$ cat src/mister_pkg.sv
// Shared widths and indexes; HIST_DEPTH must equal 2**OFFSET_W so every offset selects a tap
`default_nettype none

package mister_pkg;

    // One byte of the host download stream
    typedef logic [7:0] byte_t;

    // Host byte address width
    localparam int HPS_AW = 27;

    // Resync offsets, one nibble each from status[31:24]
    localparam int OFFSET_W   = 4;
    localparam int HIST_DEPTH = 16;

    // Download indexes sent by the host
    localparam logic [7:0] ROM_INDEX = 8'd0;
    localparam logic [7:0] DIP_INDEX = 8'd254;

    // What the current index selects
    typedef enum logic [1:0] {
        KIND_ROM,
        KIND_DIP,
        KIND_NONE
    } dwnld_kind_t;

    // SDRAM programming writer
    typedef enum logic {
        WR_IDLE,
        // Write presented, waiting for prog_rdy
        WR_HOLD
    } writer_state_t;

endpackage

`default_nettype wire

$ cat src/dwnld_if.sv
// One ROM byte in flight at a time; PROG_AW must leave room for the dropped byte-lane bit
`default_nettype none
`timescale 1ns/1ps

interface dwnld_if #(
    parameter int PROG_AW = 23
);

    // Router to writer, valid is a single-cycle pulse
    logic                            valid;
    logic [mister_pkg::HPS_AW-1:0]   addr;
    mister_pkg::byte_t               data;

    // Writer to router, pulses when the SDRAM takes the byte
    logic                            done;

    // Word address is the byte address without bit 0
    if (PROG_AW > mister_pkg::HPS_AW - 1) begin : g_aw_check
        $error("PROG_AW does not fit in the host byte address");
    end

    modport router (
        output valid,
        output addr,
        output data,
        input  done
    );

    modport writer (
        input  valid,
        input  addr,
        input  data,
        output done
    );

endinterface

`default_nettype wire

$ cat src/dwnld_router.sv
// Host must keep hps_wr low while hps_wait is high; only DIP addresses 0 to 3 are stored
`default_nettype none
`timescale 1ns/1ps

module dwnld_router (
    input  logic                            clk_sys,
    input  logic                            rst,

    // Host download stream
    input  logic                            hps_download,
    input  logic [7:0]                      hps_index,
    input  logic                            hps_wr,
    input  logic [mister_pkg::HPS_AW-1:0]   hps_addr,
    input  mister_pkg::byte_t               hps_dout,
    output logic                            hps_wait,

    // ROM side
    output logic                            downloading,
    output logic                            ioctl_rom_wr,
    output logic [mister_pkg::HPS_AW-1:0]   ioctl_addr,
    output mister_pkg::byte_t               ioctl_dout,

    // Configuration
    output logic [31:0]                     dipsw,

    dwnld_if.router                         dl
);

    mister_pkg::dwnld_kind_t kind;
    logic                    rom_accept;
    logic                    dip_accept;

    // Index decode
    always_comb begin
        case (hps_index)
            mister_pkg::ROM_INDEX: kind = mister_pkg::KIND_ROM;
            mister_pkg::DIP_INDEX: kind = mister_pkg::KIND_DIP;
            default:               kind = mister_pkg::KIND_NONE;
        endcase
    end

    // A new ROM byte is taken only when the previous one has been written
    assign rom_accept = hps_wr && !hps_wait && (kind == mister_pkg::KIND_ROM);

    // DIP bytes go straight to the register, no wait cycle
    assign dip_accept = hps_wr && (kind == mister_pkg::KIND_DIP) &&
                        (hps_addr[mister_pkg::HPS_AW-1:2] == '0);

    // Control state
    always_ff @(posedge clk_sys) begin
        if (rst) begin
            downloading  <= 1'b0;
            ioctl_rom_wr <= 1'b0;
            hps_wait     <= 1'b0;
        end else begin
            downloading  <= hps_download && (kind == mister_pkg::KIND_ROM);
            ioctl_rom_wr <= rom_accept;
            if (rom_accept) begin
                hps_wait <= 1'b1;
            end else if (dl.done) begin
                // Released one cycle after the writer finishes
                hps_wait <= 1'b0;
            end
        end
    end

    // Byte payload, valid when ioctl_rom_wr is high
    always_ff @(posedge clk_sys) begin
        if (rom_accept) begin
            ioctl_addr <= hps_addr;
            ioctl_dout <= hps_dout;
        end
    end

    // DIP switch lanes, one byte per address
    always_ff @(posedge clk_sys) begin
        if (rst) begin
            dipsw <= '0;
        end else if (dip_accept) begin
            dipsw[{hps_addr[1:0], 3'b000} +: 8] <= hps_dout;
        end
    end

    // The writer sees the same pulse and payload as the ioctl outputs
    assign dl.valid = ioctl_rom_wr;
    assign dl.addr  = ioctl_addr;
    assign dl.data  = ioctl_dout;

    // Host protocol: no write while the previous ROM byte is pending
    a_no_wr_in_wait: assert property (
        @(posedge clk_sys) disable iff (rst)
        hps_wait |-> !hps_wr
    ) else $error("hps_wr raised while hps_wait is high");

endmodule

`default_nettype wire

$ cat src/mister_top.sv
// Single clock domain; status[31:28] is the line delay and status[27:24] the pixel delay
`default_nettype none
`timescale 1ns/1ps

module mister_top #(
    parameter int PROG_AW = 23
) (
    input  logic                            clk_sys,
    input  logic                            rst,

    // Host download stream
    input  logic                            hps_download,
    input  logic [7:0]                      hps_index,
    input  logic                            hps_wr,
    input  logic [mister_pkg::HPS_AW-1:0]   hps_addr,
    input  mister_pkg::byte_t               hps_dout,
    output logic                            hps_wait,

    // ROM programming
    output logic                            downloading,
    output logic                            ioctl_rom_wr,
    output logic [mister_pkg::HPS_AW-1:0]   ioctl_addr,
    output mister_pkg::byte_t               ioctl_dout,
    output logic [PROG_AW-1:0]              prog_addr,
    output logic [15:0]                     prog_data,
    output logic [1:0]                      prog_mask,
    output logic                            prog_we,
    input  logic                            prog_rdy,

    // Configuration
    input  logic [31:0]                     status,
    output logic [31:0]                     dipsw,

    // Video sync
    input  logic                            pxl_cen,
    input  logic                            hs,
    input  logic                            vs,
    output logic                            hs_resync,
    output logic                            vs_resync
);

    logic [mister_pkg::OFFSET_W-1:0] hoffset;
    logic [mister_pkg::OFFSET_W-1:0] voffset;

    assign {voffset, hoffset} = status[31:24];

    // Router to writer link
    dwnld_if #(
        .PROG_AW        ( PROG_AW       )
    ) u_dl ();

    dwnld_router u_router (
        .clk_sys        ( clk_sys       ),
        .rst            ( rst           ),
        .hps_download   ( hps_download  ),
        .hps_index      ( hps_index     ),
        .hps_wr         ( hps_wr        ),
        .hps_addr       ( hps_addr      ),
        .hps_dout       ( hps_dout      ),
        .hps_wait       ( hps_wait      ),
        .downloading    ( downloading   ),
        .ioctl_rom_wr   ( ioctl_rom_wr  ),
        .ioctl_addr     ( ioctl_addr    ),
        .ioctl_dout     ( ioctl_dout    ),
        .dipsw          ( dipsw         ),
        .dl             ( u_dl          )
    );

    prog_writer #(
        .PROG_AW        ( PROG_AW       )
    ) u_writer (
        .clk_sys        ( clk_sys       ),
        .rst            ( rst           ),
        .dl             ( u_dl          ),
        .prog_rdy       ( prog_rdy      ),
        .prog_addr      ( prog_addr     ),
        .prog_data      ( prog_data     ),
        .prog_mask      ( prog_mask     ),
        .prog_we        ( prog_we       )
    );

    sync_resync u_resync (
        .clk_sys        ( clk_sys       ),
        .rst            ( rst           ),
        .pxl_cen        ( pxl_cen       ),
        .hs             ( hs            ),
        .vs             ( vs            ),
        .hoffset        ( hoffset       ),
        .voffset        ( voffset       ),
        .hs_out         ( hs_resync     ),
        .vs_out         ( vs_resync     )
    );

endmodule

`default_nettype wire

$ cat src/prog_writer.sv
// Single outstanding write; prog_rdy is sampled only while prog_we is high
`default_nettype none
`timescale 1ns/1ps

module prog_writer #(
    parameter int PROG_AW = 23
) (
    input  logic                clk_sys,
    input  logic                rst,

    dwnld_if.writer             dl,

    // SDRAM programming port
    input  logic                prog_rdy,
    output logic [PROG_AW-1:0]  prog_addr,
    output logic [15:0]         prog_data,
    output logic [1:0]          prog_mask,
    output logic                prog_we
);

    mister_pkg::writer_state_t state;

    always_ff @(posedge clk_sys) begin
        if (rst) begin
            state <= mister_pkg::WR_IDLE;
        end else begin
            case (state)
                mister_pkg::WR_IDLE: begin
                    if (dl.valid) begin
                        state <= mister_pkg::WR_HOLD;
                    end
                end
                mister_pkg::WR_HOLD: begin
                    if (prog_rdy) begin
                        state <= mister_pkg::WR_IDLE;
                    end
                end
                default: state <= mister_pkg::WR_IDLE;
            endcase
        end
    end

    // Word write captured once and held until the SDRAM accepts it
    always_ff @(posedge clk_sys) begin
        if (state == mister_pkg::WR_IDLE && dl.valid) begin
            prog_addr <= dl.addr[PROG_AW:1];
            // Same byte on both lanes so the mask picks the one written
            prog_data <= {dl.data, dl.data};
            // Active low mask with odd bytes in the upper lane
            prog_mask <= dl.addr[0] ? 2'b01 : 2'b10;
        end
    end

    assign prog_we = (state == mister_pkg::WR_HOLD);

    // Lets the router release hps_wait
    assign dl.done = (state == mister_pkg::WR_HOLD) && prog_rdy;

    // The SDRAM side may stall for any number of cycles
    a_hold_stable: assert property (
        @(posedge clk_sys) disable iff (rst)
        (prog_we && !prog_rdy) |=> $stable({prog_addr, prog_data, prog_mask})
    ) else $error("programming write changed before prog_rdy");

endmodule

`default_nettype wire

$ cat src/sync_resync.sv
// Offsets are delays of 0 to 15 ticks only; a line starts on each rising hs at a pixel tick
`default_nettype none
`timescale 1ns/1ps

module sync_resync (
    input  logic                            clk_sys,
    input  logic                            rst,
    input  logic                            pxl_cen,
    input  logic                            hs,
    input  logic                            vs,
    input  logic [mister_pkg::OFFSET_W-1:0] hoffset,
    input  logic [mister_pkg::OFFSET_W-1:0] voffset,
    output logic                            hs_out,
    output logic                            vs_out
);

    // Entry 0 holds the newest sample
    logic [mister_pkg::HIST_DEPTH-1:0] hs_hist;
    logic [mister_pkg::HIST_DEPTH-1:0] vs_hist;

    // hs as seen at the previous pixel tick
    logic hs_last;
    logic line_tick;

    assign line_tick = pxl_cen && hs && !hs_last;

    // Pixel history
    always_ff @(posedge clk_sys) begin
        if (rst) begin
            hs_hist <= '0;
            hs_last <= 1'b0;
        end else if (pxl_cen) begin
            hs_hist <= {hs_hist[mister_pkg::HIST_DEPTH-2:0], hs};
            hs_last <= hs;
        end
    end

    // Line history, one entry per hs rising edge
    always_ff @(posedge clk_sys) begin
        if (rst) begin
            vs_hist <= '0;
        end else if (line_tick) begin
            vs_hist <= {vs_hist[mister_pkg::HIST_DEPTH-2:0], vs};
        end
    end

    // Tap selection
    assign hs_out = hs_hist[hoffset];
    assign vs_out = vs_hist[voffset];

    // vs only moves on line boundaries unless the offset itself changes
    a_vs_on_line: assert property (
        @(posedge clk_sys) disable iff (rst)
        (!$past(line_tick) && $stable(voffset)) |-> $stable(vs_out)
    ) else $error("vs_out changed without a line tick");

endmodule

`default_nettype wire

$ cat config.mk
export PLATFORM = sky130hd
export DESIGN_NAME = mister_top
export DESIGN_NICKNAME = d
export VERILOG_FILES = /design/src/mister_pkg.sv /design/src/dwnld_if.sv /design/src/dwnld_router.sv /design/src/mister_top.sv /design/src/prog_writer.sv /design/src/sync_resync.sv
export SDC_FILE = /design/constraint.sdc
export NUM_CORES = 1
export LEC_CHECK = 0
export ABC_AREA = 1
export BUFFER_PORTS_ARGS = -buffer_cell sky130_fd_sc_hd__clkbuf_2
export CORE_MARGIN = 3
export CORE_UTILIZATION = 35
export DETAILED_ROUTE_END_ITERATION = 6
export GPL_TIMING_DRIVEN = 0
export HOLD_SLACK_MARGIN = 0.02
export MAX_ROUTING_LAYER = met4
export PLACE_DENSITY = 0.67
export SYNTH_ARGS = -nofsm -noshare
export SYNTH_HDL_FRONTEND = slang
export SYNTH_SLANG_ARGS = --single-unit
$ cat constraint.sdc
create_clock -name clk_sys -period 3.45 [get_ports clk_sys]
set_input_delay 0.345 -clock clk_sys [delete_from_list [all_inputs] [get_ports clk_sys]]
set_output_delay 0.345 -clock clk_sys [all_outputs]
set_load 0.01 [all_outputs]
# --- After elaboration in Yosys (flattened, before gate mapping) ---
# Cells that the tools add are included.
op_classes:
  addsub: 1
  magnitude_cmp: 2
  n_eq_ne: 2
  n_shift: 2
  n_mux: 12
  bitwise_logic: 1
  n_reduce_logical: 15
op_table:
  columns: ["cell", "count"]
  rows:
  - ["bitwise mux 32 bit", 1]
  - ["variable shift 8 x 7 -> 32 bit (first input constant)", 1]
  - ["indexed part select 8 x 7 -> 32 bit", 1]
  - ["logical NOT 25 bit", 1]
  - ["< comparator 4 x 5 -> 1 bit (second input constant)", 2]
  - ["logical AND 1 bit", 9]
  - ["binary-select mux 1 bit (select 4 bit)", 2]
  - ["== test 8 bit (second input constant)", 1]
  - ["logical NOT 8 bit", 1]
  - ["negator 5 -> 7 bit", 1]
  - ["two-way mux 1 bit", 6]
  - ["case mux 2 bit (2 select lines)", 1]
  - ["== test 2 x 1 -> 1 bit (second input constant)", 1]
  - ["logical NOT 1 bit", 2]
  - ["logical NOT 2 bit", 1]
  - ["two-way mux 2 bit", 1]
  - ["case mux 1 bit (2 select lines)", 1]
  - ["nonzero test 2 bit", 1]
  - ["NOT 1 bit", 1]
totals:
  ff_bits: 145
  output_inout_bits: 114
  wordCells: 48

# --- Logic depth before layout (Yosys ltp) ---
logic_depth:
  depth_word: 5
  depth_mapped: 11
  mapped_depth_nobuf: 10

# --- By module ---
# A second synthesis with hierarchy kept.
hier_totals:
  hier_cells: 691
  area_unflattened_um2: 6093.3
by_module_without_submodules:
  columns: ["module", "instances", "cells_each", "area_each_um2", "seq_area_each_um2"]
  rows:
  - ["dwnld_router", 1, 430, 3509.6, 1751.7]
  - ["sync_resync", 1, 210, 1476.4, 640.6]
  - ["prog_writer", 1, 51, 1107.3, 1011.0]

# --- Worst setup path before layout ---
# OpenSTA, ideal clock, no wires.
synth_path:
  path_type: "register to register"
  start: "register u_router.ioctl_rom_wr, in the netlist u_router.dl.valid"
  end: "register u_writer.prog_addr[0] (enable)"
  setup_time_ns: 0.423
  arrival_time_ns: 1.827
  t_required_ns: 3.027
  setup_slack_ns: 1.200
  path_stages_with_launch: 3
  period_less_slack_ns: 2.250
  cell_sequence: "dfxtp_1 inv_1 nor2_1"
synth_via:
  elab_chain_cells: 1
synth_lines:
  columns: ["element", "line_no", "text"]
  rows:
  - ["start, declared", "dwnld_router.sv:19", "output logic ioctl_rom_wr,"]
  - ["start signal, assigned", "dwnld_router.sv:57", "ioctl_rom_wr <= rom_accept;"]
  - ["logical AND 1 bit", "prog_writer.sv:45", "if (state == mister_pkg::WR_IDLE && dl.valid) begin"]
  - ["end signal, assigned", "prog_writer.sv:46", "prog_addr <= dl.addr[PROG_AW:1];"]
  - ["end, declared", "prog_writer.sv:15", "output logic [PROG_AW-1:0] prog_addr,"]
# Every way passes these cells.
# A chain may end at the register's enable or synchronous reset.

# --- Worst setup path in the final report ---
layout_path:
  start: "input hps_addr[0] (netlist name)"
  end: "register u_router.dipsw[21]"
layout_via:
  elab_chain_cells: 3
layout_lines:
  columns: ["element", "line_no", "text"]
  rows:
  - ["start, declared", "mister_top.sv:15", "input logic [mister_pkg::HPS_AW-1:0] hps_addr,"]
  - ["negator 5 -> 7 bit *", "dwnld_router.sv:80", "dipsw[{hps_addr[1:0], 3'b000} +: 8] <= hps_dout;"]
  - ["indexed part select 8 x 7 -> 32 bit or variable shift 8 x 7 -> 32 bit (tied branches)", "dwnld_router.sv:80", null]
  - ["bitwise mux 32 bit *", "dwnld_router.sv:80", null]
  - ["end signal, assigned by index", "dwnld_router.sv:80", null]
  - ["end, declared", "dwnld_router.sv:24", "output logic [31:0] dipsw,"]
# Mark *: on every way between the ends. The rest lies on a longest branch, timed or not.

==> flow_summary.ini <==
[outcome]
status = complete, no violations

[finish]
nNetsFinal = 914
drive_above_1_share = 0.279
syn_to_final_growth_pct = 30.2
finalNonFillerCells = 1051
fillCellCount = 1518
antenna_cells = 0
multiInputGateArea_mm2 = 0.00178
register_area_mm2 = 0.00340
utilization = 0.476

[yosys]
avgSynthCellArea_um2 = 8.91
yosysSeqAreaShare = 0.601
synth_fp_nets = 722
synth_area_mm2 = 0.00566
synthDistinctLibCells = 28
synth-seq-cells = 136
synth_cells = 635
ys_warn_count = 0

[drt]
wl_um = 14300
vias = 4742
vias_per_cell = 4.51
drt_first_pass_iters = 6
dr.first_iter.drc_count = 334
ant_nets = 0
wl_per_cell_um = 13.6
drc = 0

[place]
gp_congestion = 0.863
dp_hpwl_um = 10700
placedCellCount = 1018
io_buffer_count = 172

[worst_setup_path]
startpoint_type = input pin
end_kind = flip-flop
critical_path.max_stage_delay_ps = 370
cpLargestDelayFamily = buffers and inverters
worstPathRequired_ps = 3800
path_buf_inv = 5
crit_arrival_ps = 2540
crit_path_max_fanout = 10
crit_top_cell = inv_1
worstSetupPathType = in2reg
path_cells = clkbuf_2 -> clkbuf_1 -> inv_1 -> ha_1 -> inv_1 -> nor2_4 -> inv_1 -> nor2_1 -> nand2_1 -> nand4_1 -> nand2_1 -> nor2_1
critPathSlowestCell = clkbuf_1

[grt]
grt_overflow = 0
antenna_found_initial = 0
grt_pass1_wl_um = 22400
grtUsageTotal = 0.166
first_global_vias = 4386
grt_max_degree = 36

[worst_hold_path]
hold_path_class = in2reg

[die]
start_util = 0.366
die-area_mm2 = 0.0177
die_w_um = 133
core_mm2 = 0.0155
dieHeight_um = 133
io-pin-count = 197
core.rowCount = 45

[timing]
fmax_ghz = 0.457
slew_violations = 0
worstMarginPinSlew_ps = 944
period_needed_ps = 2190
hold_violations = 0
relSlewSlack = 0.369
setup_viol = 0
min_period_over_period = 0.635
rsz0062_at_grt = false
fin_tns_setup_ps = 0
clock_skew_ps = 8.28

[power_and_ir_drop]
power_mw = 3.64
ir_drop_uv = 328
power.density_mw_per_mm2 = 495
p_leak_nw = 3.42

[clock_network]
clock_tree.buffer_depth = 2
hold_buffers = 0
numCtsBuffers = 17
cts-resized-gates = 0
cts.htree.levels = 4
cts_tree = built
clkLatencyLatePin_ps = 420
cts_root_buf = clkbuf_16
clock-sinks = 136
clk_pin_slew_ps = 60
post_cts_buffers = 0

[run]
cap_violations = 0
==> metrics by stage <==
| stage | hold slack, ps | instance area, um^2 | setup slack, ps |
|---|---|---|---|
| CTS | 89.4 | 7350 | 1010 |
| floorplan | 414 | 5660 | 1200 |
| finish | 112 | 7370 | 1260 |
| detailed placement | 434 | 6790 | 554 |
| global route | 93.6 | 7370 | 1040 |
| global placement | 429 | 6790 | 538 |
==> kinds of logic (layout without fill, tap and decap cells) <==
family | count (synthesis) | count (layout) | synth area share
DFF | 136 | 136 | 0.601
and+or+nand+nor | 297 | 297 | 0.229
adders and majority gates | 4 | 4 | 0.00884
buffers and inverters | 118 | 323 | 0.0862
AOI/OAI and AO/OA | 80 | 80 | 0.0743
==> placed cells by master, fill, tap and decap left out, types with 3 or more instances in the layout <==
| master | count |
|---|---|
| clkbuf_16 | 17 |
| nand3_2 | 4 |
| nor2_1 | 138 |
| nand4_1 | 23 |
| buf_1 | 3 |
| nand3_1 | 5 |
| inv_6 | 6 |
| buf_4 | 8 |
| clkbuf_2 | 172 |
| ha_1 | 4 |
| buf_2 | 6 |
| o211ai_1 | 8 |
| inv_1 | 89 |
| nand2_1 | 111 |
| edfxtp_1 | 68 |
| dfxtp_1 | 68 |
| clkinvlp_4 | 3 |
| a21oi_1 | 21 |
| inv_8 | 3 |
| o21ai_0 | 51 |
| clkbuf_1 | 10 |
==> area by class of cell <==
| type | count | share of cell area |
|---|---|---|
| multi-input cells | 381 | 0.241 |
| repair buffers | 173 | 0.120 |
| well taps | 211 | 0.0358 |
| inverters | 90 | 0.0458 |
| clock buffers | 17 | 0.0577 |
| clock inverters | 15 | 0.0178 |
| plain buffers | 28 | 0.0204 |
| flip-flops and latches | 136 | 0.462 |
==> worst reg2reg max path: stages (launching register included) <==
cell	delay [ps]
dfxtp_1	330
nor2_1	450
inv_1	260
buf_2	260
nor2_1	120
nor2_1	60
==> sequential cells by signal (all words and copies together), names as in the netlist <==
register and cells:
u_writer.prog_addr 23, u_resync.hs_hist 16, u_writer.prog_we 1, u_router.dipsw 32, u_router.hps_wait 1, u_router.downloading 1
u_router.dl.addr 27, u_writer.prog_mask 2, u_router.dl.data 8, u_router.dl.valid 1, u_resync.vs_hist 16, u_writer.prog_data 8
==> metal layers <==
layer / vias up / GRT usage / wire length [um]
met2: 181 / 0.250 / 6360
met3: 23 / 0.0582 / 1090
li1: 2415 / - / -
met1: 2123 / 0.210 / 6590
met5: - / - / 0
met4: 0 / 0.0554 / 237
==> final timing paths <==
check                                                 startpoint                                 to  slack [ps]  depth (start not counted)
worst min-delay path                                    prog_rdy        u_writer.prog_we$_SDFF_PP0_         110                          2
worst max register to register  u_resync.hs_hist[0]$_SDFFE_PP0P_  u_resync.vs_hist[12]$_SDFFE_PP0P_        1870                          5
worst max-delay path                                 hps_addr[0]    u_router.dipsw[21]$_SDFFE_PP0P_        1260                         12
worst min register to register     u_router.dl.addr[2]$_DFFE_PP_    u_writer.prog_addr[1]$_DFFE_PP_         450                          0
==> power breakdown <==
part	total, mW	internal, mW	switching, mW
Combinational	0.215	0.0752	0.139
Clock	1.70	0.946	0.757
Sequential	1.73	1.71	0.0147
Total	3.64	2.73	0.911
==> Yosys cell counts, drive strengths merged <==
cell    instances  area, um^2
nand2         112         423
nand3           9        65.1
o211ai          8        60.1
o21ai          51         255
dfxtp          68        1360
a21oi          21         105
nand4          25         169
and3            1        6.26
nor3            2        10.0
clkbuf         10        37.5
and2            1        6.26
ha              4        50.1
nand3b          2        27.5
nor4            1        6.26
buf            18         113
inv            90         338
nor2          144         586
edfxtp         68        2040
No activity file was read; power rests on OpenSTA's default activity.
